`src/verilog/histoPkg.sv`:
```
`default_nettype none

package histoPkg;

    localparam int PIXEL_W = 3;                  // 8 pixels
    localparam int BIN_W   = 8;                  // 256 time bins per pixel
    localparam int ADDR_W  = PIXEL_W + BIN_W;    // pixel and bin side by side
    localparam int COUNT_W = 8;                  // counts stop at 255
    localparam int STAMP_W = 16;

    typedef logic [ADDR_W-1:0]  histoAddr;
    typedef logic [COUNT_W-1:0] binCount;

    // kind = 0
    typedef struct packed {
        logic                                kind;
        logic [PIXEL_W-1:0]                  pixel;
        logic [BIN_W-1:0]                    bin;
        logic [STAMP_W-PIXEL_W-BIN_W-2:0]    spare;
    } photonFields;

    // kind = 1, closes a frame
    typedef struct packed {
        logic               kind;
        logic [STAMP_W-2:0] tag;
    } markerFields;

    // same raw TDC word, read either way by its top bit
    typedef union packed {
        photonFields photonView;
        markerFields markerView;
    } stampWord;

    typedef struct packed {
        logic               valid;
        logic [PIXEL_W-1:0] pixel;
        logic [BIN_W-1:0]   bin;
    } histoEvent;

endpackage

`default_nettype wire
```
`src/verilog/stampIngest.sv`:
```
`timescale 1ns/1ns
`default_nettype none

module stampIngest (
    input  wire                   clk,
    input  wire                   res,
    input  wire histoPkg::stampWord stamp,
    input  wire                   stampValid,
    input  wire                   acquiring,
    input  wire                   start,
    output histoPkg::histoEvent   ev,
    output logic                  markerTick,
    output logic [15:0]           lostCount
);
    import histoPkg::*;

    stampWord stampQ;       // raw word, one cycle old
    logic     takeQ;        // word was accepted while acquiring
    logic     isPhoton;

    always_ff @(posedge clk or negedge res) begin
        if (!res) begin
            takeQ     <= 1'b0;
            lostCount <= '0;
        end else begin
            takeQ <= stampValid && acquiring;
            if (start) begin
                lostCount <= '0;                                // new run, new tally
            end else if (stampValid && !acquiring && lostCount != 16'hffff) begin
                lostCount <= lostCount + 16'd1;                 // saturating
            end
        end
    end

    always_ff @(posedge clk) begin
        stampQ <= stamp;
    end

    // top bit picks the view
    assign isPhoton   = !stampQ.photonView.kind;
    assign markerTick = takeQ && stampQ.markerView.kind;

    assign ev = '{
        valid: takeQ && isPhoton,
        pixel: stampQ.photonView.pixel,
        bin:   stampQ.photonView.bin
    };

endmodule

`default_nettype wire

```
`config.mk`:
```
export PLATFORM = sky130hd
export DESIGN_NAME = stampIngest
export DESIGN_NICKNAME = d
export VERILOG_FILES = /design/src/verilog/histoPkg.sv /design/src/verilog/stampIngest.sv
export SDC_FILE = /design/constraint.sdc
export NUM_CORES = 1
export LEC_CHECK = 0
export BUFFER_PORTS_ARGS = -buffer_cell sky130_fd_sc_hd__buf_4
export CAP_MARGIN = 20
export CORE_MARGIN = 3
export CORE_UTILIZATION = 38
export CTS_CLUSTER_DIAMETER = 60
export DETAILED_ROUTE_END_ITERATION = 10
export MAX_ROUTING_LAYER = met4
export PLACE_DENSITY = 0.72
export SLEW_MARGIN = 20
export SYNTH_ARGS = -nofsm -noshare
export SYNTH_HDL_FRONTEND = slang
export SYNTH_SLANG_ARGS = --single-unit
```
`constraint.sdc`:
```
create_clock -name clk -period 2.5 [get_ports clk]
set_clock_uncertainty 0.2 [all_clocks]
set_input_delay 0.125 -clock clk [delete_from_list [all_inputs] [get_ports clk]]
set_output_delay 0.125 -clock clk [all_outputs]
set_load 0.03 [all_outputs]
```
# Word-level counts from Yosys, hierarchy flattened
# Cells that the tools add are included.
# W data, S select, Z words.
dict set report word_totals {
  reg_bits 33
  in_bits 21
  out_inout_bits 29
  wordCells 15
}
dict set report classes {
  add_sub_neg 1
  eq_ne 1
  n_mux 2
  reduce_logical 8
}
# operator count
set op_table {}
lappend op_table {{$mux W16} 2}
lappend op_table {{$add A16 B1 Y16 const B} 1}
lappend op_table {{$ne A16 B16 Y1 const B} 1}
lappend op_table {{$logic_and A1 B1 Y1} 5}
lappend op_table {{$logic_not A1 Y1} 2}
lappend op_table {{$reduce_bool A2 Y1} 1}

# Longest topological paths before layout
dict set report logic_depth {
  ltp_word 5
  mapped_depth 6
  ltp_nobuf 5
}

# Worst setup path after synthesis
# No wires, ideal clock.
dict set report synth_timing {
  path_kind {reg-to-reg}
  from {register lostCount[0]}
  to {register lostCount[1]}
  setup_time_ns 0.135
  t_arrival_ns 1.833
  required_time_ns 2.165
  path_slack_ns 0.332
  stages_incl_launch_ff 7
  path_buffers 1
  period_less_slack_ns 2.168
  path_cell_list {dfrtp_1 > ha_1 > nand3_2 > o41ai_4 > buf_6 > mux2i_1 > nor2_2}
}
dict set report synth_via {
  elab_chain_len 3
  word_cells_on_any_way 6
  cone_classes {1 x add/sub; 1 x eq/ne; 2 x mux; 2 x reduce/logical}
}
# item line_no
set synth_lines {}
lappend synth_lines {{start: declaration} stampIngest.sv:13} ;# output logic [15:0] lostCount
lappend synth_lines {{start signal: assignment} stampIngest.sv:30} ;# lostCount <= lostCount + 16'd1;
lappend synth_lines {{$add A16 B1 Y16 / $ne A16 B16 Y1 (equally long branches)} {stampIngest.sv:30, stampIngest.sv:29}}
lappend synth_lines {{$mux W16 / $logic_and A1 B1 Y1 (equally long branches)} stampIngest.sv:29} ;# end else if (stampValid && !acquiring && lostCount != 16'hffff) begin
lappend synth_lines {{$mux W16 / $reduce_bool A2 Y1 (equally long branches)} n/a}
# Several ways; a longest one is shown, not always the timed one. The select of a mux whose other input is x is not followed.
# A chain may end at the register's enable or synchronous reset.

# Worst setup path in the final report
# Same ends and word-level chain as after synthesis.

==> results_dict.tcl <==
set metrics [dict create \
    drive_gt1_frac 0.398 \
    grt_pass1_vias 1148 \
    tns_ns 0 \
    synth_edf_count 0 \
    cts_tree "built" \
    worstHoldPathType "in2reg" \
    worstPathArrival_ns 2.13 \
    worst-path-max-fanout 14 \
    p_int_w 0.000772 \
    synth_cells 124 \
    synthMuxAreaShare 0.00760 \
    first_iter_violations 24 \
    syn2layout_area_growth_pct 42.4 \
    drv_cap 0 \
    drc_errors 0 \
    synthAdderAreaFrac 0.00950 \
    p_leak_nw 0.799 \
    core.rowCount 20 \
    yosys_warnings 0 \
    whs_ns 0.230 \
    antenna_cells 0 \
    drt-total-wl_mm 3.06 \
    post-route-worst-setup-slack_ns 0.385 \
    vdd_drop_max_v 0.000461 \
    postCtsSetupBuffers 0 \
    core_sq_mm 0.00318 \
    yosysUniqueCellTypes 37 \
    synth-simple-area-share 0.232 \
    whs_endpoint "lostCount[14]" \
    die_area_sq_mm 0.00421 \
    synth.avg_cell_area_sq_um 10.6 \
    p_clk_frac 0.402 \
    syn_area_sq_mm 0.00132 \
    final_area_sq_mm 0.00188 \
    required_ns 2.52 \
    critPathLaunchType "flip-flop" \
    reg2reg_from "lostCount[0]" \
    gp_congestion 0.815 \
    async_flop_share 0.586 \
    comb_power_share 0.112 \
    die_y_um 64.9 \
    fmax_mhz 473 \
    min_from "stampValid" \
    rsz0062_at_grt "no" \
    synth_ff_type "dfrtp_1" \
    rrSetupSlack_ns 0.39 \
    grt.total_usage 0.164 \
    wl_per_cell_um 13.6 \
    grt_pass1_wl_mm 5.06 \
    powerDensity_mw_per_mm2 532 \
    setup_viol 0 \
    slew_violations 0 \
    p_seq_frac 0.486 \
    cts_root_buf "clkbuf_4" \
    reg2reg_depth 6 \
    fin_crit_sh 0.846 \
    r2r_end "lostCount[1]" \
    io_pins 50 \
    synth_top_area_cell "dfrtp_1" \
    ys_seq_area_frac 0.505 \
    grt_max_degree 18 \
    worstMarginPinSlew_ns 0.762 \
    synth-compound-area-share 0.157 \
    synth-xor-area-share 0.00665 \
    avgViaCountPerCell 5.14 \
    start_util 0.415 \
    port_buffers 45 \
    clk_latency_ns 0.32 \
    cts_resized 0 \
    nets 202 \
    synth_area_leaders "dfrtp_1 32%, dfxtp_1 18%, buf_4 6.3%" \
    min_period_ns 2.11 \
    holdBufCountCts 17 \
    drtAntennaViolNets 0 \
    outcome "finished clean" \
    h-tree-depth 2 \
    dpl_worst_slack_ns 0.409 \
    cp-end-kind "flip-flop" \
    synth_nets 146 \
    synth_top_family_by_area "simple AND/OR/NAND/NOR gates" \
    p_switching_w 0.000226 \
    hold-path-cell-count 5 \
    clk_pin_slew_ns 0.09 \
    gr-total-overflow 0 \
    p_sw_frac 0.226 \
    dp_hpwl_mm 2.07 \
    yosys.area.top_type_share 0.323 \
    crit_type "reg2reg" \
    cts_sinks 29 \
    hold_violations 0 \
    clock_path_buffers 2 \
    cts_buffers 5 \
    place_area_sq_mm 0.00162 \
    relSlewSlack 0.491 \
    dr.pass1.iters 4 \
    die_w_um 64.9 \
    antenna_found_initial 0 \
    synth-seq-cells 29 \
    vias 1156 \
]
==> power by group through the flow <==
stage	logic (W)	registers, W	clock network, W
2_1_floorplan	0.0000536	0.000498	0
3_3_place_gp	0.0000893	0.000494	0
3_5_place_dp	0.0000908	0.000495	0
4_1_cts	0.000112	0.000485	0.000411
5_1_grt	0.000120	0.000487	0.000432
6_report	0.000112	0.000485	0.000401
==> critical path: stages, from the launching register on <==
cell	delay, ns
dfrtp_1	0.44
ha_1	0.26
nand3_2	0.15
o41ai_4	0.41
buf_4	0.26
mux2i_1	0.23
nor2_2	0.04
==> worst max-delay path by stage <==
stage | from | endpoint | slack (ns) | cells after the start
after floorplan | lostCount[0] | lostCount[1] | 0.33 | 6
after global placement | lostCount[0] | lostCount[1] | 0.46 | 6
after detailed placement | lostCount[0] | lostCount[1] | 0.41 | 6
after CTS | lostCount[0] | lostCount[1] | 0.40 | 6
after global routing | lostCount[0] | lostCount[1] | 0.30 | 6
final | lostCount[0] | lostCount[1] | 0.39 | 6
==> synthesized netlist by cell type (2+ instances only) <==
| library cell | n |
|---|---|
| dfrtp_1 | 17 |
| and2_1 | 2 |
| inv_1 | 2 |
| or3_2 | 4 |
| buf_4 | 11 |
| nor2_1 | 2 |
| nand3_1 | 7 |
| o31ai_1 | 8 |
| o21ai_1 | 4 |
| nand2_1 | 5 |
| nand4_1 | 3 |
| a21oi_1 | 9 |
| o21ai_0 | 2 |
| nor3_1 | 2 |
| nand3_2 | 2 |
| dfxtp_1 | 12 |
| or4_1 | 8 |
| a21oi_2 | 5 |
==> cell usage in the layout, fill, tap and decap left out, types with 2 or more instances in the layout <==
| cell type | instances |
|---|---|
| dlygate4sd3_1 | 17 |
| dfxtp_1 | 12 |
| nor3_1 | 2 |
| nand4_1 | 3 |
| nor2_1 | 2 |
| a21oi_1 | 9 |
| clkbuf_4 | 5 |
| o31ai_1 | 8 |
| or3_2 | 4 |
| nand2_1 | 5 |
| o21ai_1 | 4 |
| a21oi_2 | 5 |
| inv_1 | 2 |
| nand3_1 | 7 |
| nand3_2 | 2 |
| dfrtp_1 | 17 |
| o21ai_0 | 2 |
| buf_4 | 46 |
| or4_1 | 8 |
| and2_1 | 2 |
==> area by class of cell <==
type                       count  area [sq um]
clock buffer                   6          51.3
clock inverter                 2          37.5
fill                         270          1300
inverter                       2          7.51
multi-input combinational     79           543
sequential                    29           666
tap                           44          55.1
timing repair buffer          63           515
==> layer usage <==
layer	share of wire	GRT usage	vias up
met2	0.54	0.282	19
li1	-	-	561
met1	0.41	0.174	572
met3	0.038	0.0572	4
met5	0	-	-
met4	0.012	0.0554	0
==> cells by family (layout without fill, tap and decap cells) <==
| family | count (synthesis) | after routing |
|---|---|---|
| and+or+nand+nor | 47 | 47 |
| AOI/OAI and AO/OA | 29 | 29 |
| DFF | 29 | 29 |
| buffers and inverters | 16 | 73 |
| adders and majority gates | 1 | 1 |
| xor gates and xnor gates | 1 | 1 |
| muxes | 1 | 1 |
==> registers in the layout, summed over array words and instances (netlist names) <==
signal	count
takeQ	1
lostCount	16
stampQ	12
==> through the flow <==
step | total power [W] | cells | util
6_report | 0.000998 | 225 | 0.590
4_1_cts | 0.00101 | 225 | 0.590
2_1_floorplan | 0.000551 | 124 | -
5_1_grt | 0.00104 | 225 | 0.590
3_5_place_dp | 0.000586 | 200 | 0.509
3_3_place_gp | 0.000583 | 200 | 0.509
Note: power is estimated with default switching activity, not from simulation.
