### config.mk
export PLATFORM = sky130hd
export DESIGN_NAME = binUpdater
export DESIGN_NICKNAME = d
export VERILOG_FILES = /design/src/verilog/histoPkg.sv /design/src/verilog/binUpdater.sv
export SDC_FILE = /design/constraint.sdc
export NUM_CORES = 1
export LEC_CHECK = 0
export BUFFER_PORTS_ARGS = -buffer_cell sky130_fd_sc_hd__buf_2
export CAP_MARGIN = 0
export CORE_ASPECT_RATIO = 0.9
export CORE_MARGIN = 8
export CORE_UTILIZATION = 40
export CTS_CLUSTER_SIZE = 30
export DETAILED_ROUTE_END_ITERATION = 10
export GPL_ROUTABILITY_DRIVEN = 0
export PLACE_DENSITY = 0.71
export RECOVER_POWER = 100
export REMOVE_ABC_BUFFERS = 1
export SLEW_MARGIN = 0
export SYNTH_ARGS = -nofsm -noshare
export SYNTH_HDL_FRONTEND = slang
export SYNTH_SLANG_ARGS = --single-unit
### constraint.sdc
create_clock -name clk -period 2.6 [get_ports clk]
set_clock_uncertainty 0.05 [all_clocks]
set_input_delay 0.39 -clock clk [delete_from_list [all_inputs] [get_ports clk]]
set_output_delay 0.39 -clock clk [all_outputs]
set_load 0.02 [all_outputs]
### src/verilog/histoPkg.sv
`default_nettype none

package histoPkg;

    localparam int PIXEL_W = 3;                  // 8 pixels
    localparam int BIN_W   = 8;                  // 256 time bins per pixel
    localparam int ADDR_W  = PIXEL_W + BIN_W;    // pixel and bin side by side
    localparam int COUNT_W = 8;                  // counts stop at 255
    localparam int STAMP_W = 16;

    typedef logic [ADDR_W-1:0]  histoAddr;
    typedef logic [COUNT_W-1:0] binCount;

    // kind = 0
    typedef struct packed {
        logic                                kind;
        logic [PIXEL_W-1:0]                  pixel;
        logic [BIN_W-1:0]                    bin;
        logic [STAMP_W-PIXEL_W-BIN_W-2:0]    spare;
    } photonFields;

    // kind = 1, closes a frame
    typedef struct packed {
        logic               kind;
        logic [STAMP_W-2:0] tag;
    } markerFields;

    // same raw TDC word, read either way by its top bit
    typedef union packed {
        photonFields photonView;
        markerFields markerView;
    } stampWord;

    typedef struct packed {
        logic               valid;
        logic [PIXEL_W-1:0] pixel;
        logic [BIN_W-1:0]   bin;
    } histoEvent;

endpackage

`default_nettype wire
### src/verilog/binUpdater.sv
`timescale 1ns/1ns
`default_nettype none

module binUpdater (
    input  wire                   clk,
    input  wire                   res,
    input  wire                   start,
    input  wire [14:0]            frameTarget,
    input  wire histoPkg::histoEvent ev,
    input  wire                   markerTick,
    input  wire histoPkg::binCount  rdData,
    output histoPkg::histoAddr    rdAddr,
    output logic                  wrEn,
    output histoPkg::histoAddr    wrAddr,
    output histoPkg::binCount     wrData,
    output logic                  acquiring,
    output logic                  busy,
    output logic                  clearing
);
    import histoPkg::*;

    typedef enum logic [1:0] {
        IDLE,
        CLEAR,
        ACQUIRE,
        DRAIN
    } updState;

    updState  state;
    updState  nextState;
    histoAddr clrAddr;       // sweep pointer
    logic [14:0] markerCount;
    logic     lastMarker;    // this tick reaches the target

    // read stage result, one cycle after the ev cycle
    logic     p1Valid;
    histoAddr p1Addr;

    // write committed on the previous edge
    logic     lastEn;
    histoAddr lastAddr;
    binCount  lastData;

    binCount  baseCount;
    binCount  incCount;

    assign lastMarker = markerTick && (markerCount + 15'd1 == frameTarget);

    assign busy      = state != IDLE;
    assign clearing  = state == CLEAR;
    assign acquiring = state == ACQUIRE && !lastMarker;   // drop as the final marker lands

    // read goes out in the ev cycle
    assign rdAddr = {ev.pixel, ev.bin};

    always_comb begin
        nextState = state;
        case (state)
            IDLE: begin
                if (start) begin
                    nextState = CLEAR;
                end
            end
            CLEAR: begin
                if (clrAddr == '1) begin
                    // zero target means nothing to collect
                    nextState = (frameTarget == '0) ? DRAIN : ACQUIRE;
                end
            end
            ACQUIRE: begin
                if (lastMarker) begin
                    nextState = DRAIN;
                end
            end
            DRAIN: begin
                if (!p1Valid && !wrEn) begin
                    nextState = IDLE;
                end
            end
            default: nextState = IDLE;
        endcase
    end

    always_ff @(posedge clk or negedge res) begin
        if (!res) begin
            state       <= IDLE;
            clrAddr     <= '0;
            markerCount <= '0;
        end else begin
            state <= nextState;
            if (state == CLEAR) begin
                clrAddr <= clrAddr + 1'b1;         // wraps back to 0 at the end
            end else begin
                clrAddr <= '0;
            end
            if (state == IDLE) begin
                markerCount <= '0;
            end else if (state == ACQUIRE && markerTick) begin
                markerCount <= markerCount + 15'd1;
            end
        end
    end

    // Newest data for the p1 address. The write in the output registers has
    // not reached the RAM yet, and the one committed on the read edge came back
    // stale, so both are checked, newest first.
    always_comb begin
        if (wrEn && wrAddr == p1Addr) begin
            baseCount = wrData;
        end else if (lastEn && lastAddr == p1Addr) begin
            baseCount = lastData;
        end else begin
            baseCount = rdData;
        end
    end

    assign incCount = (baseCount == '1) ? baseCount : baseCount + 1'b1;

    always_ff @(posedge clk or negedge res) begin
        if (!res) begin
            p1Valid <= 1'b0;
            wrEn    <= 1'b0;
            lastEn  <= 1'b0;
        end else begin
            p1Valid <= ev.valid;
            wrEn    <= (state == CLEAR) || p1Valid;
            lastEn  <= wrEn;
        end
    end

    always_ff @(posedge clk) begin
        p1Addr   <= {ev.pixel, ev.bin};
        lastAddr <= wrAddr;
        lastData <= wrData;
        if (state == CLEAR) begin
            wrAddr <= clrAddr;
            wrData <= '0;                          // sweep writes zero
        end else begin
            wrAddr <= p1Addr;
            wrData <= incCount;
        end
    end

endmodule

`default_nettype wire

Word-level counts from Yosys, hierarchy flattened. Cells that the tools add are included.

Add/sub/neg operators: 3. Multiply operators: 0. Divide/modulo/power cells: 0. $lt $le $gt $ge: 0. Eq/ne operators: 12. Shift-type cells: 0. Muxes and demuxes: 13. Bitwise operators: 0. Reduce and logical (&&, ||, !) cells: 15.

Operators by type and width (number): $mux W15 (2); $mux W8 (3); $eq A11 B11 Y1 (2); $mux W11 (2); $add A15 B1 Y15 const B (1); $eq A15 B15 Y1 (1); $logic_not A15 Y1 (1); $add A11 B1 Y11 const B (1); $eq A11 B11 Y1 const B (1); $add A8 B1 Y8 const B (1); $eq A8 B8 Y1 const B (1); $mux W2 (4); $pmux W2 S4 (1); $logic_and A1 B1 Y1 (6); $ne A2 B2 Y1 const B (3); $eq A2 B2 Y1 const B (2); $reduce_and A4 Y1 (1); $reduce_bool A2 Y1 (2); $logic_not A1 Y1 (3); $eq A2 B1 Y1 const B (1); $logic_not A2 Y1 (1); $ne A2 B1 Y1 const B (1); $logic_or A1 B1 Y1 (1); $mux W1 (1).

Flip-flop bits (word level): 80. Bits in latches: 0. RAM bits: 0. Bits in read-only memories: 0. Bits of input ports: 39. Word-level logic and storage cells: 54. Memories kept: 0.

Longest topological paths before layout.
Depth in word-level cells: 6. Depth in mapped cells: 10. Mapped depth without buffers: 9.

Worst setup path after synthesis. No wires, ideal clock.

Path type: flip-flop to flip-flop. Start point: register markerCount[0]. End point: register state[0]. Library setup time: 0.128 ns. Data arrival time: 2.582 ns. Data required time: 2.422 ns. Setup slack: -0.160 ns. Cell stages (with the launch flop): 11. Cell sequence: dfrtp_1 -> ha_1 -> and2_1 -> clkbuf_1 -> nand3_2 -> xor2_1 -> a211o_1 -> a221oi_2 -> a31oi_1 -> a211oi_2 -> mux2_1.

Cells in the longest elaborated chain, start to end: 5.

Ends and longest elaborated chain: start, declared (line binUpdater.sv:32) `logic [14:0] markerCount;`; start signal, assigned (line binUpdater.sv:99) `markerCount <= markerCount + 15'd1;`; $add A15 B1 Y15 (line binUpdater.sv:47) `assign lastMarker = markerTick && (markerCount + 15'd1 == frameTarget);`; $eq A15 B15 Y1 (line binUpdater.sv:47); $logic_and A1 B1 Y1 (line binUpdater.sv:47); $ne A2 B2 Y1 (no line); $reduce_and A4 Y1 (no line); end signal, assigned (line binUpdater.sv:90) `state <= nextState;`; end, declared (line binUpdater.sv:29) `updState state;`.

No other way between the ends. A chain may end at the register's enable or synchronous reset.

Worst setup path in the final report.
Start point: register p1Addr[4]. End point: register wrData[3].

Cells in the longest elaborated chain, start to end: 6.

Ends and longest elaborated chain: start, declared (line binUpdater.sv:37) `histoAddr p1Addr;`; start signal, assigned (line binUpdater.sv:132) `p1Addr <= {ev.pixel, ev.bin};`; $eq A11 B11 Y1 (line binUpdater.sv:110) `end else if (lastEn && lastAddr == p1Addr) begin`; $logic_and A1 B1 Y1 (line binUpdater.sv:110); $mux W8 (line binUpdater.sv:110); $mux W8 (*) (line binUpdater.sv:108) `if (wrEn && wrAddr == p1Addr) begin`; $add A8 B1 Y8 / $eq A8 B8 Y1 (equally long branches) (line binUpdater.sv:117) `assign incCount = (baseCount == '1) ? baseCount : baseCount + 1'b1;`; $mux W8 (*) (line binUpdater.sv:117); end signal, assigned (line binUpdater.sv:140) `wrData <= incCount;`; end, declared (line binUpdater.sv:15) `output histoPkg::binCount wrData,`.

Mark *: on every way between the ends. The rest lies on a longest branch, timed or not.

==> impl_metrics.json <==
{
  "slew-limit-headroom_pct": -17.8,
  "rsz0062_at_grt": "yes",
  "grt_max_degree": 32,
  "synth_top_area_share_pct": 25.0,
  "vias_per_cell": 5.31,
  "htree_levels": 3,
  "layout_min_cycle_time_ns": 2.66,
  "synth_edf_count": 0,
  "p_leak_uw": 0.00191,
  "power_density_nw_per_um2": 802,
  "rows": 34,
  "die_w_um": 120,
  "cp_max_fo": 5,
  "synth.largest_area_cell": "dfxtp_1",
  "ys_seq_area_share_pct": 44.8,
  "synth_xor_area_share_pct": 14.5,
  "diodes": 0,
  "ant_nets": 0,
  "cp_data_required_time_ns": 2.84,
  "synth_compound_area_share_pct": 8.97,
  "final_core_util_pct": 50.2,
  "drive_gt1_share_pct": 29.8,
  "final_cell_mix": "dfxtp_1, clkbuf_1, nor2_1",
  "status": "finished, violations left",
  "violations": "capacitance limit, slew limit, setup timing",
  "gr-usage-all-layers_pct": 14.4,
  "p_seq_share_pct": 43.9,
  "finalSetupTns_ns": -0.193,
  "drv_cap": 1,
  "numClockSinks": 80,
  "setup_viol": 8,
  "hp-class": "in2reg",
  "cts.path.max_buffers": 2,
  "min_period_over_period_pct": 102,
  "async_flop_share_pct": 38.8,
  "pwr-share-clk_pct": 22.9,
  "path_clk_slew_ns": 0.09,
  "start_kind": "register",
  "synthSimpleGateAreaFrac_pct": 19.6,
  "synth_mux_area_share_pct": 5.01,
  "syn_avg_cell_area_sq_um": 10.0,
  "maxSlewViolCount": 32,
  "core_sq_um": 9610,
  "syn_area_sq_um": 3920,
  "fmax_mhz": 376,
  "ys.flop_type": "dfxtp_1",
  "syn_inst": 392,
  "cts_hold_buf": 0,
  "drt_iter0_drc": 256,
  "fin_nets": 517,
  "first_pass_iters": 5,
  "fillers": 882,
  "worstMarginPinSlew_ns": 1.77,
  "setup_ws_ns": -0.0627,
  "yosysUniqueCellTypes": 56,
  "mostFrequentLayoutCell": "dfxtp_1",
  "cts_root_buf": "clkbuf_8",
  "p_switching_uw": 1440,
  "cts_tree": "done",
  "synth_warnings": 0,
  "synth_seq_cells": 80,
  "insertion_delay_ns": 0.36,
  "power.internal_uw": 2430,
  "ios": 73,
  "synth_fa_ha_area_share_pct": 2.23,
  "p_sw_share_pct": 37.2,
  "routed_wl_um": 9790,
  "end_kind": "register",
  "first_global_vias": 3135,
  "grt_overflow": 0,
  "grt_pass1_wl_um": 15200,
  "path_class": "reg2reg",
  "p_comb_share_pct": 33.2,
  "instances_no_fill": 602,
  "portBuffers": 72,
  "wl_per_cell_um": 16.3,
  "vias": 3197,
  "synthToLayoutAreaGrowth_pct": 23.0,
  "worstPathArrival_ns": 2.91,
  "drc_errors": 0,
  "antenna_found_initial": 0,
  "start_util_pct": 40.8,
  "dieHeight_um": 110,
  "numCtsBuffers": 9,
  "dp_cells": 580,
  "final_hold_viol_count": 0,
  "place_hpwl_um": 6970,
  "irDropWorstVdd_mv": 0.428,
  "synth_top_family_by_area": "simple AND/OR/NAND/NOR gates",
  "ys_top_cells_by_area": "dfxtp_1, dfrtp_1, xnor2_1",
  "die-area_sq_um": 13200
}
## worst max-delay path: stages, from the launching register on
cell     delay, ns
dfxtp_2       0.35
xnor2_1       0.25
nand4_1       0.25
or3_1         0.48
a31oi_4       0.22
ha_2          0.21
and3_4        0.21
and4_2        0.26
nand3_2       0.13
a31oi_1       0.19
## kinds of logic after synthesis
group                      Yosys count
and+or+nand+nor                    141
DFF                                 80
xor gates and xnor gates            65
AOI/OAI and AO/OA                   48
buffers and inverters               33
muxes                               18
adders and majority gates            7
## per-stage QoR
step                area, sq um  worst slack [ns]  hold WS, ns  power, uW
finish                     4820           -0.0627       0.0817       3870
floorplan                  3750           -0.0636       0.0444       2390
global placement           4390            0.0294        0.301       2800
detailed placement         4390           -0.0526        0.306       2830
global route               4820            -0.155       0.0670       4090
CTS                        4630           -0.0596       0.0527       3760
## cells in the mapped netlist, drive strengths merged, types with 2 or more instances
master   count
dfxtp       49
xnor2       45
nor2        38
dfrtp       31
xor2        20
buf         19
nand2       19
nand4       19
nand3       18
o21ai       14
mux2        13
and3        10
nor3         9
a21oi        7
a31oi        7
clkbuf       7
ha           7
inv          7
nor4         6
and4         5
mux2i        5
and2         4
o31ai        4
a211o        3
nor2b        3
a211oi       2
nor3b        2
o2111ai      2
o211a        2
or3          2
## repair_timing
| action | 4_1_cts | 5_1_grt |
|---|---|---|
| buffers inserted | 2 | 4 |
| endpoints found under the hold margin | 0 | 0 |
| gates resized for setup | 9 | 44 |
| pin swaps | 3 | 9 |
| endpoints found under the setup margin | 9 | 11 |
## power groups by stage
stage	clock network, uW	logic, uW	registers (uW)
after floorplan	0	615	1780
after global placement	0	1130	1680
after detailed placement	0	1140	1690
after CTS	906	1190	1670
after global routing	955	1400	1730
final	885	1290	1700
## worst paths after layout
path                       startpoint               to  slack [ns]  depth (start not counted)
hold reg to reg             wrData[3]      lastData[3]        0.32                          0
min in group asynchronous         res  markerCount[14]        0.44                          1
setup reg to reg            p1Addr[4]        wrData[3]       -0.06                          9
max in group asynchronous         res   markerCount[2]        0.92                          1
hold / removal                  ev[1]        p1Addr[1]        0.08                          1
setup / recovery            p1Addr[4]        wrData[3]       -0.06                          9
## per-layer routing
layer  vias up  track usage (%)  wire length (um)
met3        11             4.98               708
met1      1513             17.6              4300
li1       1538                -                 -
met5         -                0                 0
met4         0             4.63               132
met2       135             23.4              4650
## flip-flops by register name, summed over array words and instances, names as in the netlist
signal	cells
lastAddr	11
lastEn	1
state	2
markerCount	15
wrAddr	11
p1Valid	1
lastData	8
clrAddr	11
p1Addr	11
wrEn	1
wrData	8
## area by class of cell
type / instances / area, sq um / share of cell area (%)
clock buffer: 10 / 138 / 2.85
clock inverter: 6 / 48.8 / 1.01
inverter: 7 / 26.3 / 0.545
multi-input combinational: 279 / 2210 / 45.8
sequential: 80 / 1770 / 36.7
tap: 126 / 158 / 3.27
timing repair buffer: 94 / 475 / 9.86
Note: power is estimated with default switching activity, not from simulation.
