<file path="src/verilog/busPkg.sv">
`default_nettype none

package busPkg;

    localparam int WB_ADR_W = 12;
    localparam int WB_DAT_W = 16;

    typedef struct packed {
        logic                cyc;
        logic                stb;
        logic                we;
        logic [WB_ADR_W-1:0] adr;
        logic [WB_DAT_W-1:0] datWr;
    } wbReq;

    typedef struct packed {
        logic                ack;
        logic [WB_DAT_W-1:0] datRd;
    } wbRsp;

    localparam logic [WB_ADR_W-1:0] REG_CTRL   = 12'h000;  // bit 0 starts a run
    localparam logic [WB_ADR_W-1:0] REG_FRAMES = 12'h001;  // frame target
    localparam logic [WB_ADR_W-1:0] REG_STATUS = 12'h002;  // busy, clearing
    localparam logic [WB_ADR_W-1:0] REG_LOST   = 12'h003;  // dropped stamps
    localparam logic [WB_ADR_W-1:0] BIN_BASE   = 12'h800;  // histogram window

endpackage

`default_nettype wire

</file>
<file path="src/verilog/histoPkg.sv">
`default_nettype none

package histoPkg;

    localparam int PIXEL_W = 3;                  // 8 pixels
    localparam int BIN_W   = 8;                  // 256 time bins per pixel
    localparam int ADDR_W  = PIXEL_W + BIN_W;    // pixel and bin side by side
    localparam int COUNT_W = 8;                  // counts stop at 255
    localparam int STAMP_W = 16;

    typedef logic [ADDR_W-1:0]  histoAddr;
    typedef logic [COUNT_W-1:0] binCount;

    // kind = 0
    typedef struct packed {
        logic                                kind;
        logic [PIXEL_W-1:0]                  pixel;
        logic [BIN_W-1:0]                    bin;
        logic [STAMP_W-PIXEL_W-BIN_W-2:0]    spare;
    } photonFields;

    // kind = 1, closes a frame
    typedef struct packed {
        logic               kind;
        logic [STAMP_W-2:0] tag;
    } markerFields;

    // same raw TDC word, read either way by its top bit
    typedef union packed {
        photonFields photonView;
        markerFields markerView;
    } stampWord;

    typedef struct packed {
        logic               valid;
        logic [PIXEL_W-1:0] pixel;
        logic [BIN_W-1:0]   bin;
    } histoEvent;

endpackage

`default_nettype wire
</file>
<file path="src/verilog/hostPort.sv">
`timescale 1ns/1ns
`default_nettype none

module hostPort (
    input  wire                   clk,
    input  wire                   res,
    input  wire busPkg::wbReq     bus,
    input  wire                   busy,
    input  wire                   clearing,
    input  wire [15:0]            lostCount,
    input  wire histoPkg::binCount  rdData,
    output busPkg::wbRsp          busRsp,
    output logic                  start,
    output logic [14:0]           frameTarget,
    output histoPkg::histoAddr    rdAddr
);
    import busPkg::*;
    import histoPkg::*;

    logic        reqActive;
    logic        reqFirst;      // first cycle of a transfer
    logic        pend;          // wait cycle, RAM data arrives here
    logic        ack;
    logic        reqBusy;       // busy seen when the transfer opened
    logic        inBins;
    logic [11:0] binOffset;
    logic [15:0] regData;
    logic [15:0] readData;
    logic [15:0] datRd;

    assign reqActive = bus.cyc && bus.stb;
    assign reqFirst  = reqActive && !pend && !ack;

    assign inBins    = bus.adr >= BIN_BASE;
    assign binOffset = bus.adr - BIN_BASE;
    assign rdAddr    = binOffset[ADDR_W-1:0];   // offset is the RAM address

    always_comb begin
        case (bus.adr)
            REG_FRAMES: regData = {1'b0, frameTarget};
            REG_STATUS: regData = {14'd0, clearing, busy};
            REG_LOST:   regData = lostCount;
            default:    regData = '0;
        endcase
    end

    // bins are hidden while a run owns the read port
    always_comb begin
        if (!inBins) begin
            readData = regData;
        end else if (reqBusy) begin
            readData = '0;
        end else begin
            readData = {{(16 - COUNT_W){1'b0}}, rdData};
        end
    end

    always_ff @(posedge clk or negedge res) begin
        if (!res) begin
            pend        <= 1'b0;
            ack         <= 1'b0;
            reqBusy     <= 1'b0;
            start       <= 1'b0;
            frameTarget <= '0;
        end else begin
            pend  <= reqFirst;
            ack   <= pend && reqActive;             // two cycles after request
            start <= 1'b0;
            if (reqFirst) begin
                reqBusy <= busy;
            end
            // control is locked while a run is going
            if (pend && reqActive && bus.we && !busy) begin
                if (bus.adr == REG_CTRL) begin
                    start <= bus.datWr[0];          // lines up with ack
                end
                if (bus.adr == REG_FRAMES) begin
                    frameTarget <= bus.datWr[14:0];
                end
            end
        end
    end

    always_ff @(posedge clk) begin
        if (pend) begin
            datRd <= readData;
        end
    end

    assign busRsp = '{ack: ack, datRd: datRd};

endmodule

`default_nettype wire

</file>
<file path="config.mk">
export PLATFORM = sky130hd
export DESIGN_NAME = hostPort
export DESIGN_NICKNAME = d
export VERILOG_FILES = /design/src/verilog/busPkg.sv /design/src/verilog/histoPkg.sv /design/src/verilog/hostPort.sv
export SDC_FILE = /design/constraint.sdc
export NUM_CORES = 1
export LEC_CHECK = 0
export BUFFER_PORTS_ARGS = -buffer_cell sky130_fd_sc_hd__buf_2
export CAP_MARGIN = 20
export CORE_ASPECT_RATIO = 0.8
export CORE_UTILIZATION = 38
export DETAILED_ROUTE_END_ITERATION = 6
export GPL_TIMING_DRIVEN = 0
export PLACE_DENSITY_LB_ADDON = 0.2
export SKIP_LAST_GASP = 1
export SLEW_MARGIN = 20
export SYNTH_ARGS = -nofsm -noshare
export SYNTH_HDL_FRONTEND = slang
export SYNTH_SLANG_ARGS = --single-unit
</file>
<file path="constraint.sdc">
create_clock -name clk -period 1.8 [get_ports clk]
set_input_delay 0.09 -clock clk [delete_from_list [all_inputs] [get_ports clk]]
set_output_delay 0.09 -clock clk [all_outputs]
set_load 0.02 [all_outputs]
</file>
Yosys cells after proc, flatten, opt, wreduce, memory -nomap -nowiden:

Cells that the tools add are included.

* bits in registers: 35
* input bits: 59

* equality and inequality tests: 3
* magnitude comparators: 1
* add/subtract/negate cells: 1
* mux-type cells: 5
* reductions and logical operators: 11

Operators with widths (count)
* 16-bit case mux with 3 select lines: 1
* 12-bit by 2-bit == test with 1-bit output (second input constant): 2
* 16-bit 2-to-1 mux: 1
* 12-bit by 1-bit == test with 1-bit output (second input constant): 1
* 12-bit greater-or-equal comparator (second input constant): 1
* 12-bit zero test: 1
* 11-bit by 1-bit subtractor with 11-bit output (second input constant): 1
* 8-bit 2-to-1 mux: 1
* 1-bit logical AND: 6
* 1-bit zero test: 3
* 1-bit 2-to-1 mux: 2
* 2-bit AND reduction: 1

Logic depth before layout (Yosys ltp):

Gate-level depths: netlist of run 1.

* depth after elaboration: 5
* mapped depth: 6
* depth with buffers taken out: 4

Worst setup path after synthesis of run 1:

No wires, ideal clock.

* path kind: flip-flop to flip-flop
* from: register pend
* to: register frameTarget[0]
* clock period less this slack: 1.777 ns
* cell stages (with the launch flop): 6
* buffers on the path: 1
* slack: 0.023 ns
* library setup time: 0.125 ns
* data arrival time: 1.652 ns
* data required time: 1.675 ns
* path through: dfrtp_1 > and3_1 > nand3_1 > nor2_4 > buf_12 > mux2_4

* longest elaborated chain between the ends: 4

RTL lines
* from (decl): RTL line hostPort.sv:22 `logic pend;`
* from (signal assigned): RTL line hostPort.sv:66 `pend <= reqFirst;`
* 1-bit logical AND (3 in a row): RTL line hostPort.sv:73 `if (pend && reqActive && bus.we && !busy) begin`
* 2-bit AND reduction (no line)
* to (signal assigned): RTL line hostPort.sv:78 `frameTarget <= bus.datWr[14:0];`
* to (decl): RTL line hostPort.sv:14 `output logic [14:0] frameTarget,`

Every way passes these cells.
A chain may end at the register's enable or synchronous reset.

Worst setup path after layout of run 1:

* from: register pend
* to: register frameTarget[8]

The elaborated chain is that of the path after synthesis.

==> results of run 1 <==
-- cells by family after synthesis --
family                 Yosys count  share of synthesized area [%]
AO/OA/AOI/OAI                    8                           2.68
AND/OR/NAND/NOR                 33                           10.6
buffers and inverters           19                           7.96
flip-flops                      35                           56.8
multiplexers                    31                           21.9
-- what timing repair did --
item	in CTS	in global routing
hold buffers	1	0
pin swaps	1	0
hold endpoints to repair	19	0
gates cloned	0	0
resized for setup	2	0
setup endpoints to repair	15	15
buffers inserted	2	1
-- routing by layer --
layer,up-vias,GRT usage (%)
met5,-,0
li1,660,-
met1,602,25.2
met2,52,24.3
met4,0,5.77
met3,4,5.63
-- how the worst max path moves through the flow --
stage	endpoint	slack, ns	cells after the start
after global routing	frameTarget[8]	0.12	5
after detailed placement	frameTarget[10]	-0.28	5
after floorplan	frameTarget[0]	0.02	5
after CTS	frameTarget[8]	0.06	5
after global placement	frameTarget[13]	-0.27	5
final	frameTarget[8]	0.21	5
-- per-stage QoR --
step / total power [µW] / util (%)
finish: 1650 / 56.5
global route: 1720 / 56.5
CTS: 1670 / 56.3
detailed placement: 1120 / 53.6
global placement: 1120 / 53.6
floorplan: 1010 / -
-- power by group through the flow --
stage	logic, µW	registers (µW)	clock network, µW
floorplan	90.0	916	0
global placement	227	893	0
detailed placement	229	893	0
CTS	232	878	556
global route	258	874	584
finish	236	872	540
-- registers in the layout, indices dropped and copies added, names as in the netlist --
signal and count:
datRd 16, frameTarget 15, ack 1, pend 1, reqBusy 1, start 1
-- placed cells by master (no fill, tap or decap) --
master,instances
and3_1,1
and3_2,1
buf_1,1
buf_12,1
buf_2,101
buf_4,15
clkbuf_1,3
clkbuf_8,5
clkinv_2,1
clkinvlp_4,1
dfrtp_1,18
dfrtp_4,1
dlygate4sd3_1,1
edfxtp_1,16
inv_1,2
mux2_2,6
mux2_4,10
mux2i_1,15
nand2_1,10
nand3_1,1
nand4_1,2
nand4b_1,2
nor2_1,9
nor2_4,1
nor2b_1,1
nor3_1,2
nor4_1,1
nor4_2,2
o211ai_1,2
o21ai_0,6
-- worst max-delay path: stages, from the launching register on --
cell	delay [ns]
dfrtp_4	0.45
and3_1	0.18
nand3_1	0.18
nor2_4	0.20
buf_4	0.15
mux2_2	0.32
-- final cells by class --
class	count	area, µm²
Buffer	17	126
Clock buffer	6	72.6
Clock inverter	2	12.5
Fill cell	405	1830
Inverter	2	7.51
Multi-Input combinational cell	72	592
Sequential cell	35	960
Tap cell	57	71.3
Timing Repair Buffer	104	533
==> impl_results.md, run 1 <==
- Drt pass-1 iters: 4
- Fin nets: 296
- Synth-to-Final Area Change: 41.2%
- Avg Cell Area, Syn: 13.3 µm²
- CP Class: flop to flop
- Met1 wire length: 1920 µm
- Async S/R FF share, synth: 54.3%
- Skew-Pair Late Insertion Delay: 0.28 ns
- Largest net degree at the start of global routing: 20
- Startpoint types: flop
- Worst R2R Setup Slack: 0.21 ns
- Hold EP: frameTarget[9]
- Max FO, Critical Path: 6
- Die area: 0.00470 mm²
- DRC: 0
- FMAX: 629 MHz
- Peak supply drop: 0.400 mV
- RSZ-0062 raised after global routing: no
- Vias in the first global route: 1187
- Logic pwr share: 14.3%
- Fin. Hold Viols: 0
- Core Area: 0.00420 mm²
- Critical path arrival: 1.76 ns
- Worst hold start: bus[9]
- Fin Hold WS: 0.0368 ns
- CTS tree: built
- Worst slack, placed: -0.276 ns
- Clock skew: 0.00497 ns
- Post-route ant nets: 0
- RePlAce Congestion: 0.767
- Overall global routing resource usage: 17.3%
- Yosys reg bits: 35
- FF-to-FF Start: pend
- Critical path origin: pend
- Max Cap Viol: 0
- Leakage power: 0.00120 µW
- Die outline width: 76.4 µm
- FP Rows: 21
- Post-Route WL: 3900 µm
- Clock share of power: 32.7%
- Sum of negative setup slack: 0 ns
- # IOs: 103
- Worst reg2reg path endpoint: frameTarget[8]
- Dpl hpwl: 3090 µm
- Top post-synthesis cells by area: edfxtp_1 (29%), dfrtp_1 (28%), mux2_4 (8.9%), mux2i_1 (8.9%), buf_4 (5.4%)
- Antenna diodes: 0
- Number of flops mapped to enable cells by yosys: 16
- Vias: 1318
- Status: completed
- Routed length on met3: 288 µm
- Setup slack after layout: 0.210 ns
- Total gr overflow: 0
- Syn Inst Count: 126
- Top FF cell, synth: dfrtp_1
- Count of unique library cells instantiated by Yosys: 25
- Slew headroom: 57.9%
- Clock buffer count from CTS: 5
- Int Pwr: 1240 µW
- First-pass GRT wire length: 5930 µm
- Period utilization: 88.3%
- Worst endpoint required time: 1.97 ns
- Drt initial violations: 48
- Register area share after synthesis: 56.8%
- Seq pwr share: 52.9%
- Switching fraction of total power: 24.5%
- Area leader, netlist: edfxtp_1
- PwrDens: 694 mW/mm²
- DR vias/cell: 4.47
- CTS H-Tree Depth: 2
- Clock Path Buffers: 2
- Placed cell area: 0.00225 mm²
- Commonest cells in the netlist: dfrtp_1 (19), edfxtp_1 (16), mux2i_1 (15), buf_4 (12)
- Sw power: 404 µW
- DR top layer: met4
- Yosys warns: 0
- Final min period: 1.59 ns
- Reg2reg path depth: 5
- Initial antenna violation count: 0
- Hold depth: 2
- DP Cell Count: 283
- Initial Utilization: 40.0%
- PortBufs: 100
- # setup viols final: 0
- Layout Cell Area excl Fill: 0.00237 mm²
- Detail Route met2 WL: 1650 µm
- Die span in y: 61.5 µm
- Mapped Area: 0.00168 mm²
- Hold Crit Class: primary input to flop
- Top cell type's share of synthesized area: 28.6%
- Max Slew Vio Count: 0
- Fin cells: 295
- Post-synth net total: 185
- DR WL/cell: 13.2 µm
- Layout cell share with drive strength beyond 1: 60.9%
- Worst-path clk slew: 0.07 ns
- Count leader, synth: dfrtp_1
- Worst-Margin Slew: 0.631 ns
- CTS root buffer: clkbuf_8
- Crit end category: flop
- CTS sink cnt: 35
Note: power is estimated with default switching activity, not from simulation.
==> run 2, diff against run 1 <==
--- a/config.mk
+++ b/config.mk
@@ -6,8 +6,9 @@
 export NUM_CORES = 1
 export LEC_CHECK = 0
+export ABC_AREA = 1
 export BUFFER_PORTS_ARGS = -buffer_cell sky130_fd_sc_hd__buf_2
 export CAP_MARGIN = 20
 export CORE_ASPECT_RATIO = 0.8
-export CORE_UTILIZATION = 38
+export CORE_UTILIZATION = 35
 export DETAILED_ROUTE_END_ITERATION = 6
 export GPL_TIMING_DRIVEN = 0
==> constraint.sdc (replaced) <==
create_clock -name clk -period 1.8 [get_ports clk]
set_input_delay 0.36 -clock clk [delete_from_list [all_inputs] [get_ports clk]]
set_output_delay 0.36 -clock clk [all_outputs]
set_load 0.02 [all_outputs]
==> run 2 against run 1 <==
Effect of this change: the flow now finishes with violations (design-rule violations); non-clock buffer count stayed put; clock-buffer cell count up 1; sequential share of layout area decreased by 2.8 points; via count up 25%; worst hold slack worse by 0.029 ns; combinational power fell by 7%; global-route usage increased by 0.17 points; setup slack lost 0.062 ns; clock power is 2% higher.
==> impl_results.md, run 2 <==
- # setup viols final: 0 (unchanged)
- DR vias/cell: 4.57 (was 4.47)
- Clock buffer count from CTS: 5 (unchanged)
- Multiplexer share of the synthesized area: 0% (was 21.9%)
- Layout cell share with drive strength beyond 1: 55.7% (was 60.9%)
- Syn Inst Count: 191 (was 126)
- Worst-path clk slew: 0.07 ns (about the same)
- Reg2reg path depth: 6 (was 5)
- Max FFs per register: 16 (unchanged)
- Total power: 1640 µW (was 1650 µW)
- Fin nets: 358 (was 296)
- Drt pass-1 iters: 6 (was 4)
- Initial antenna violation count: 0 (unchanged)
- Status: finished, violations left (was completed)
- Synth Area in XOR/XNOR: 0% (unchanged)
- Worst endpoint required time: 1.98 ns (was 1.97 ns)
- Failing checks: design-rule violations
- Clock skew: 0.00697 ns (was 0.00497 ns)
- Met3 usage: 4.03% (was 5.63%)
- Fin. Hold Viols: 0 (unchanged)
- FP Rows: 23 (was 21)
- Max Slew Vio Count: 0 (unchanged)
- Die area: 0.00566 mm² (was 0.00470 mm²)
- Count leader, synth: nand3_1 (was dfrtp_1)
- Startpoint types: flop (unchanged)
- Postcts setup bufs: 0 (was 2)
- Commonest cells in the netlist: nand3_1 (38), nand2_1 (24), inv_1 (20), dfrtp_1 (19) (was dfrtp_1 (19), edfxtp_1 (16), mux2i_1 (15), buf_4 (12))
- Critical path arrival: 1.83 ns (was 1.76 ns)
- Top post-synthesis cells by area: edfxtp_1 (26%), dfrtp_1 (25%), nand3_1 (10%), o21ai_2 (7.0%), buf_4 (5.6%) (was edfxtp_1 (29%), dfrtp_1 (28%), mux2_4 (8.9%), mux2i_1 (8.9%), buf_4 (5.4%))
- Mapped Area: 0.00188 mm² (was 0.00168 mm²)
- DRC: 16 (was 0)
- Met1 usage in global routing: 22.4% (was 25.2%)
- Count of unique library cells instantiated by Yosys: 22 (was 25)
- RePlAce Congestion: 0.786 (was 0.767)
- Post-route ant nets: 0 (unchanged)
- Slowest stage delay, CP: 0.61 ns (was 0.45 ns)
- Core Area: 0.00509 mm² (was 0.00420 mm²)
- Die span in y: 67.5 µm (was 61.5 µm)
- CTS root buffer: clkbuf_8 (unchanged)
- Leakage power: 0.00138 µW (was 0.00120 µW)
- Worst slack, placed: -0.0932 ns (was -0.276 ns)
- Setup slack after layout: 0.148 ns (was 0.210 ns)
- DP Cell Count: 354 (was 283)
- Top cell type's share of synthesized area: 25.6% (was 28.6%)
- DR WL/cell: 13.1 µm (was 13.2 µm)
- RSZ-0062 raised after global routing: no (unchanged)
- Post-Route WL: 4730 µm (was 3900 µm)
- Largest family of logic cells by synthesized area: simple AND/OR/NAND/NOR gates (was multiplexers)
- Skew-Pair Late Insertion Delay: 0.29 ns (was 0.28 ns)
- First-pass GRT wire length: 7310 µm (was 5930 µm)
- Clock Path Buffers: 2 (unchanged)
- Initial Utilization: 36.8% (was 40.0%)
- CTS H-Tree Depth: 2 (unchanged)
- Worst-Margin Slew: 0.562 ns (was 0.631 ns)
- Max FO, Critical Path: 17 (was 6)
- Crit end category: flop (unchanged)
- Yosys warns: 0 (unchanged)
- Sum of negative setup slack: 0 ns (unchanged)
- Synth-to-Final Area Change: 35.5% (was 41.2%)
- Gr busiest metal: met2 (was met1)
- Yosys reg bits: 35 (unchanged)
- Post-layout util: 49.9% (was 56.5%)
- Slew headroom: 62.4% (was 57.9%)
- CP Class: flop to flop (unchanged)
- PortBufs: 101 (was 100)
- Critical-path top delay cell: dfrtp_2 (was dfrtp_4)
- Critical-path cell list: inv_1 -> nor3_2 -> nand3_4 -> buf_6 -> nand2_2 -> o21ai_2 (was and3_1 -> nand3_1 -> nor2_4 -> buf_4 -> mux2_2)
- Biggest register: datRd (unchanged)
- Commonest non-fill, non-tap cell in the layout: buf_2 (unchanged)
- FMAX: 605 MHz (was 629 MHz)
- Top FF cell, synth: dfrtp_1 (unchanged)
- Overall global routing resource usage: 17.5% (was 17.3%)
- Commonest non-fill, non-tap cells in the layout: buf_2 (103), nand3_1 (38), nand2_1 (24), inv_1 (20), dfrtp_1 (18) (was buf_2 (101), dfrtp_1 (18), edfxtp_1 (16), mux2i_1 (15), buf_4 (15))
- FF-to-FF Start: pend (unchanged)
- Total gr overflow: 0 (unchanged)
- Compound-cell area share of the yosys netlist: 7.93% (was 2.68%)
- Number of flops mapped to enable cells by yosys: 16 (unchanged)
- # IOs: 103 (unchanged)
- Adder-Cell Fraction of Synth Area: 0% (unchanged)
- Met2 usage: 28.8% (was 24.3%)
- Max Cap Viol: 0 (unchanged)
- Dpl hpwl: 3690 µm (was 3090 µm)
- WP buf/inv: 2 (was 1)
- Post-synth net total: 250 (was 185)
- Post-Synth Simple-Gate Area: 28.4% (was 10.6%)
- Vias in the first global route: 1502 (was 1187)
- Register area share after synthesis: 50.9% (was 56.8%)
- Hold Crit Class: primary input to asynchronous set/reset pin (was primary input to flop)
- CTS sink cnt: 35 (unchanged)
- Largest net degree at the start of global routing: 20 (unchanged)
- Drt initial violations: 79 (was 48)
- Area leader, netlist: edfxtp_1 (unchanged)
- Largest regs: datRd: 16 flops, frameTarget: 15 flops (unchanged)
- Worst reg2reg path endpoint: frameTarget[11] (was frameTarget[8])
- Crit path max-delay family: flip-flops (was simple AND/OR/NAND/NOR gates)
- Vias: 1654 (was 1318)
- Period utilization: 91.8% (was 88.3%)
- CTS tree: built (unchanged)
- Antenna diodes: 0 (unchanged)
- Avg Cell Area, Syn: 9.83 µm² (was 13.3 µm²)
- Die outline width: 83.9 µm (was 76.4 µm)
- Fin cells: 362 (was 295)
- PwrDens: 646 mW/mm² (was 694 mW/mm²)
- Worst R2R Setup Slack: 0.15 ns (was 0.21 ns)
- Async S/R FF share, synth: 54.3% (unchanged)
- Peak supply drop: 0.284 mV (was 0.400 mV)
- Final min period: 1.65 ns (was 1.59 ns)
run 2: how the worst max path moves through the flow:
stage / cells after the start / slack (ns) / endpoint / start
2_1_floorplan: 6 / 0.24 / frameTarget[10] / pend
3_3_place_gp: 6 / -0.06 / frameTarget[9] / pend
3_5_place_dp: 6 / -0.09 / frameTarget[12] / pend
4_1_cts: 6 / 0.14 / frameTarget[10] / pend
5_1_grt: 6 / 0.03 / frameTarget[4] / pend
6_report: 6 / 0.15 / frameTarget[11] / pend
run 2: timing repair:
action | CTS | global route
setup endpoints to repair | 15 | 0
resized for setup | 1 | 0
hold buffers | 0 | 0
run 2: through the flow:
stage               hold WS, ns  area (µm²)
floorplan                0.0644        1880
CTS                      0.0266        2540
finish                  0.00798        2540
global placement          0.339        2460
detailed placement        0.339        2460
global route             0.0459        2540
run 2: cell families (layout without fill, tap and decap cells):
logic type,after synthesis,in the layout
buf+inv,41,150
simple gates,97,97
compound gates,18,18
flops,35,35
run 2: area by class of cell:
| class | instances | area, µm² |
|---|---|---|
| buffer | 20 | 160 |
| fill | 528 | 2550 |
| clock buffer | 7 | 76.3 |
| tap | 62 | 77.6 |
| inverter | 21 | 78.8 |
| multi-input combinational | 115 | 682 |
| timing repair buffer | 101 | 505 |
| clock inverter | 1 | 5.00 |
| sequential | 35 | 957 |
run 2: power by group:
group	switching, µW	internal [µW]
Clock	281	271
Combinational	123	96.4
Sequential	13.0	857
Total	417	1220
run 2: layer usage:
metal,vias up,wire length [µm]
li1,832,-
met1,751,2100
met2,61,2240
met3,10,274
met4,0,114
met5,-,0
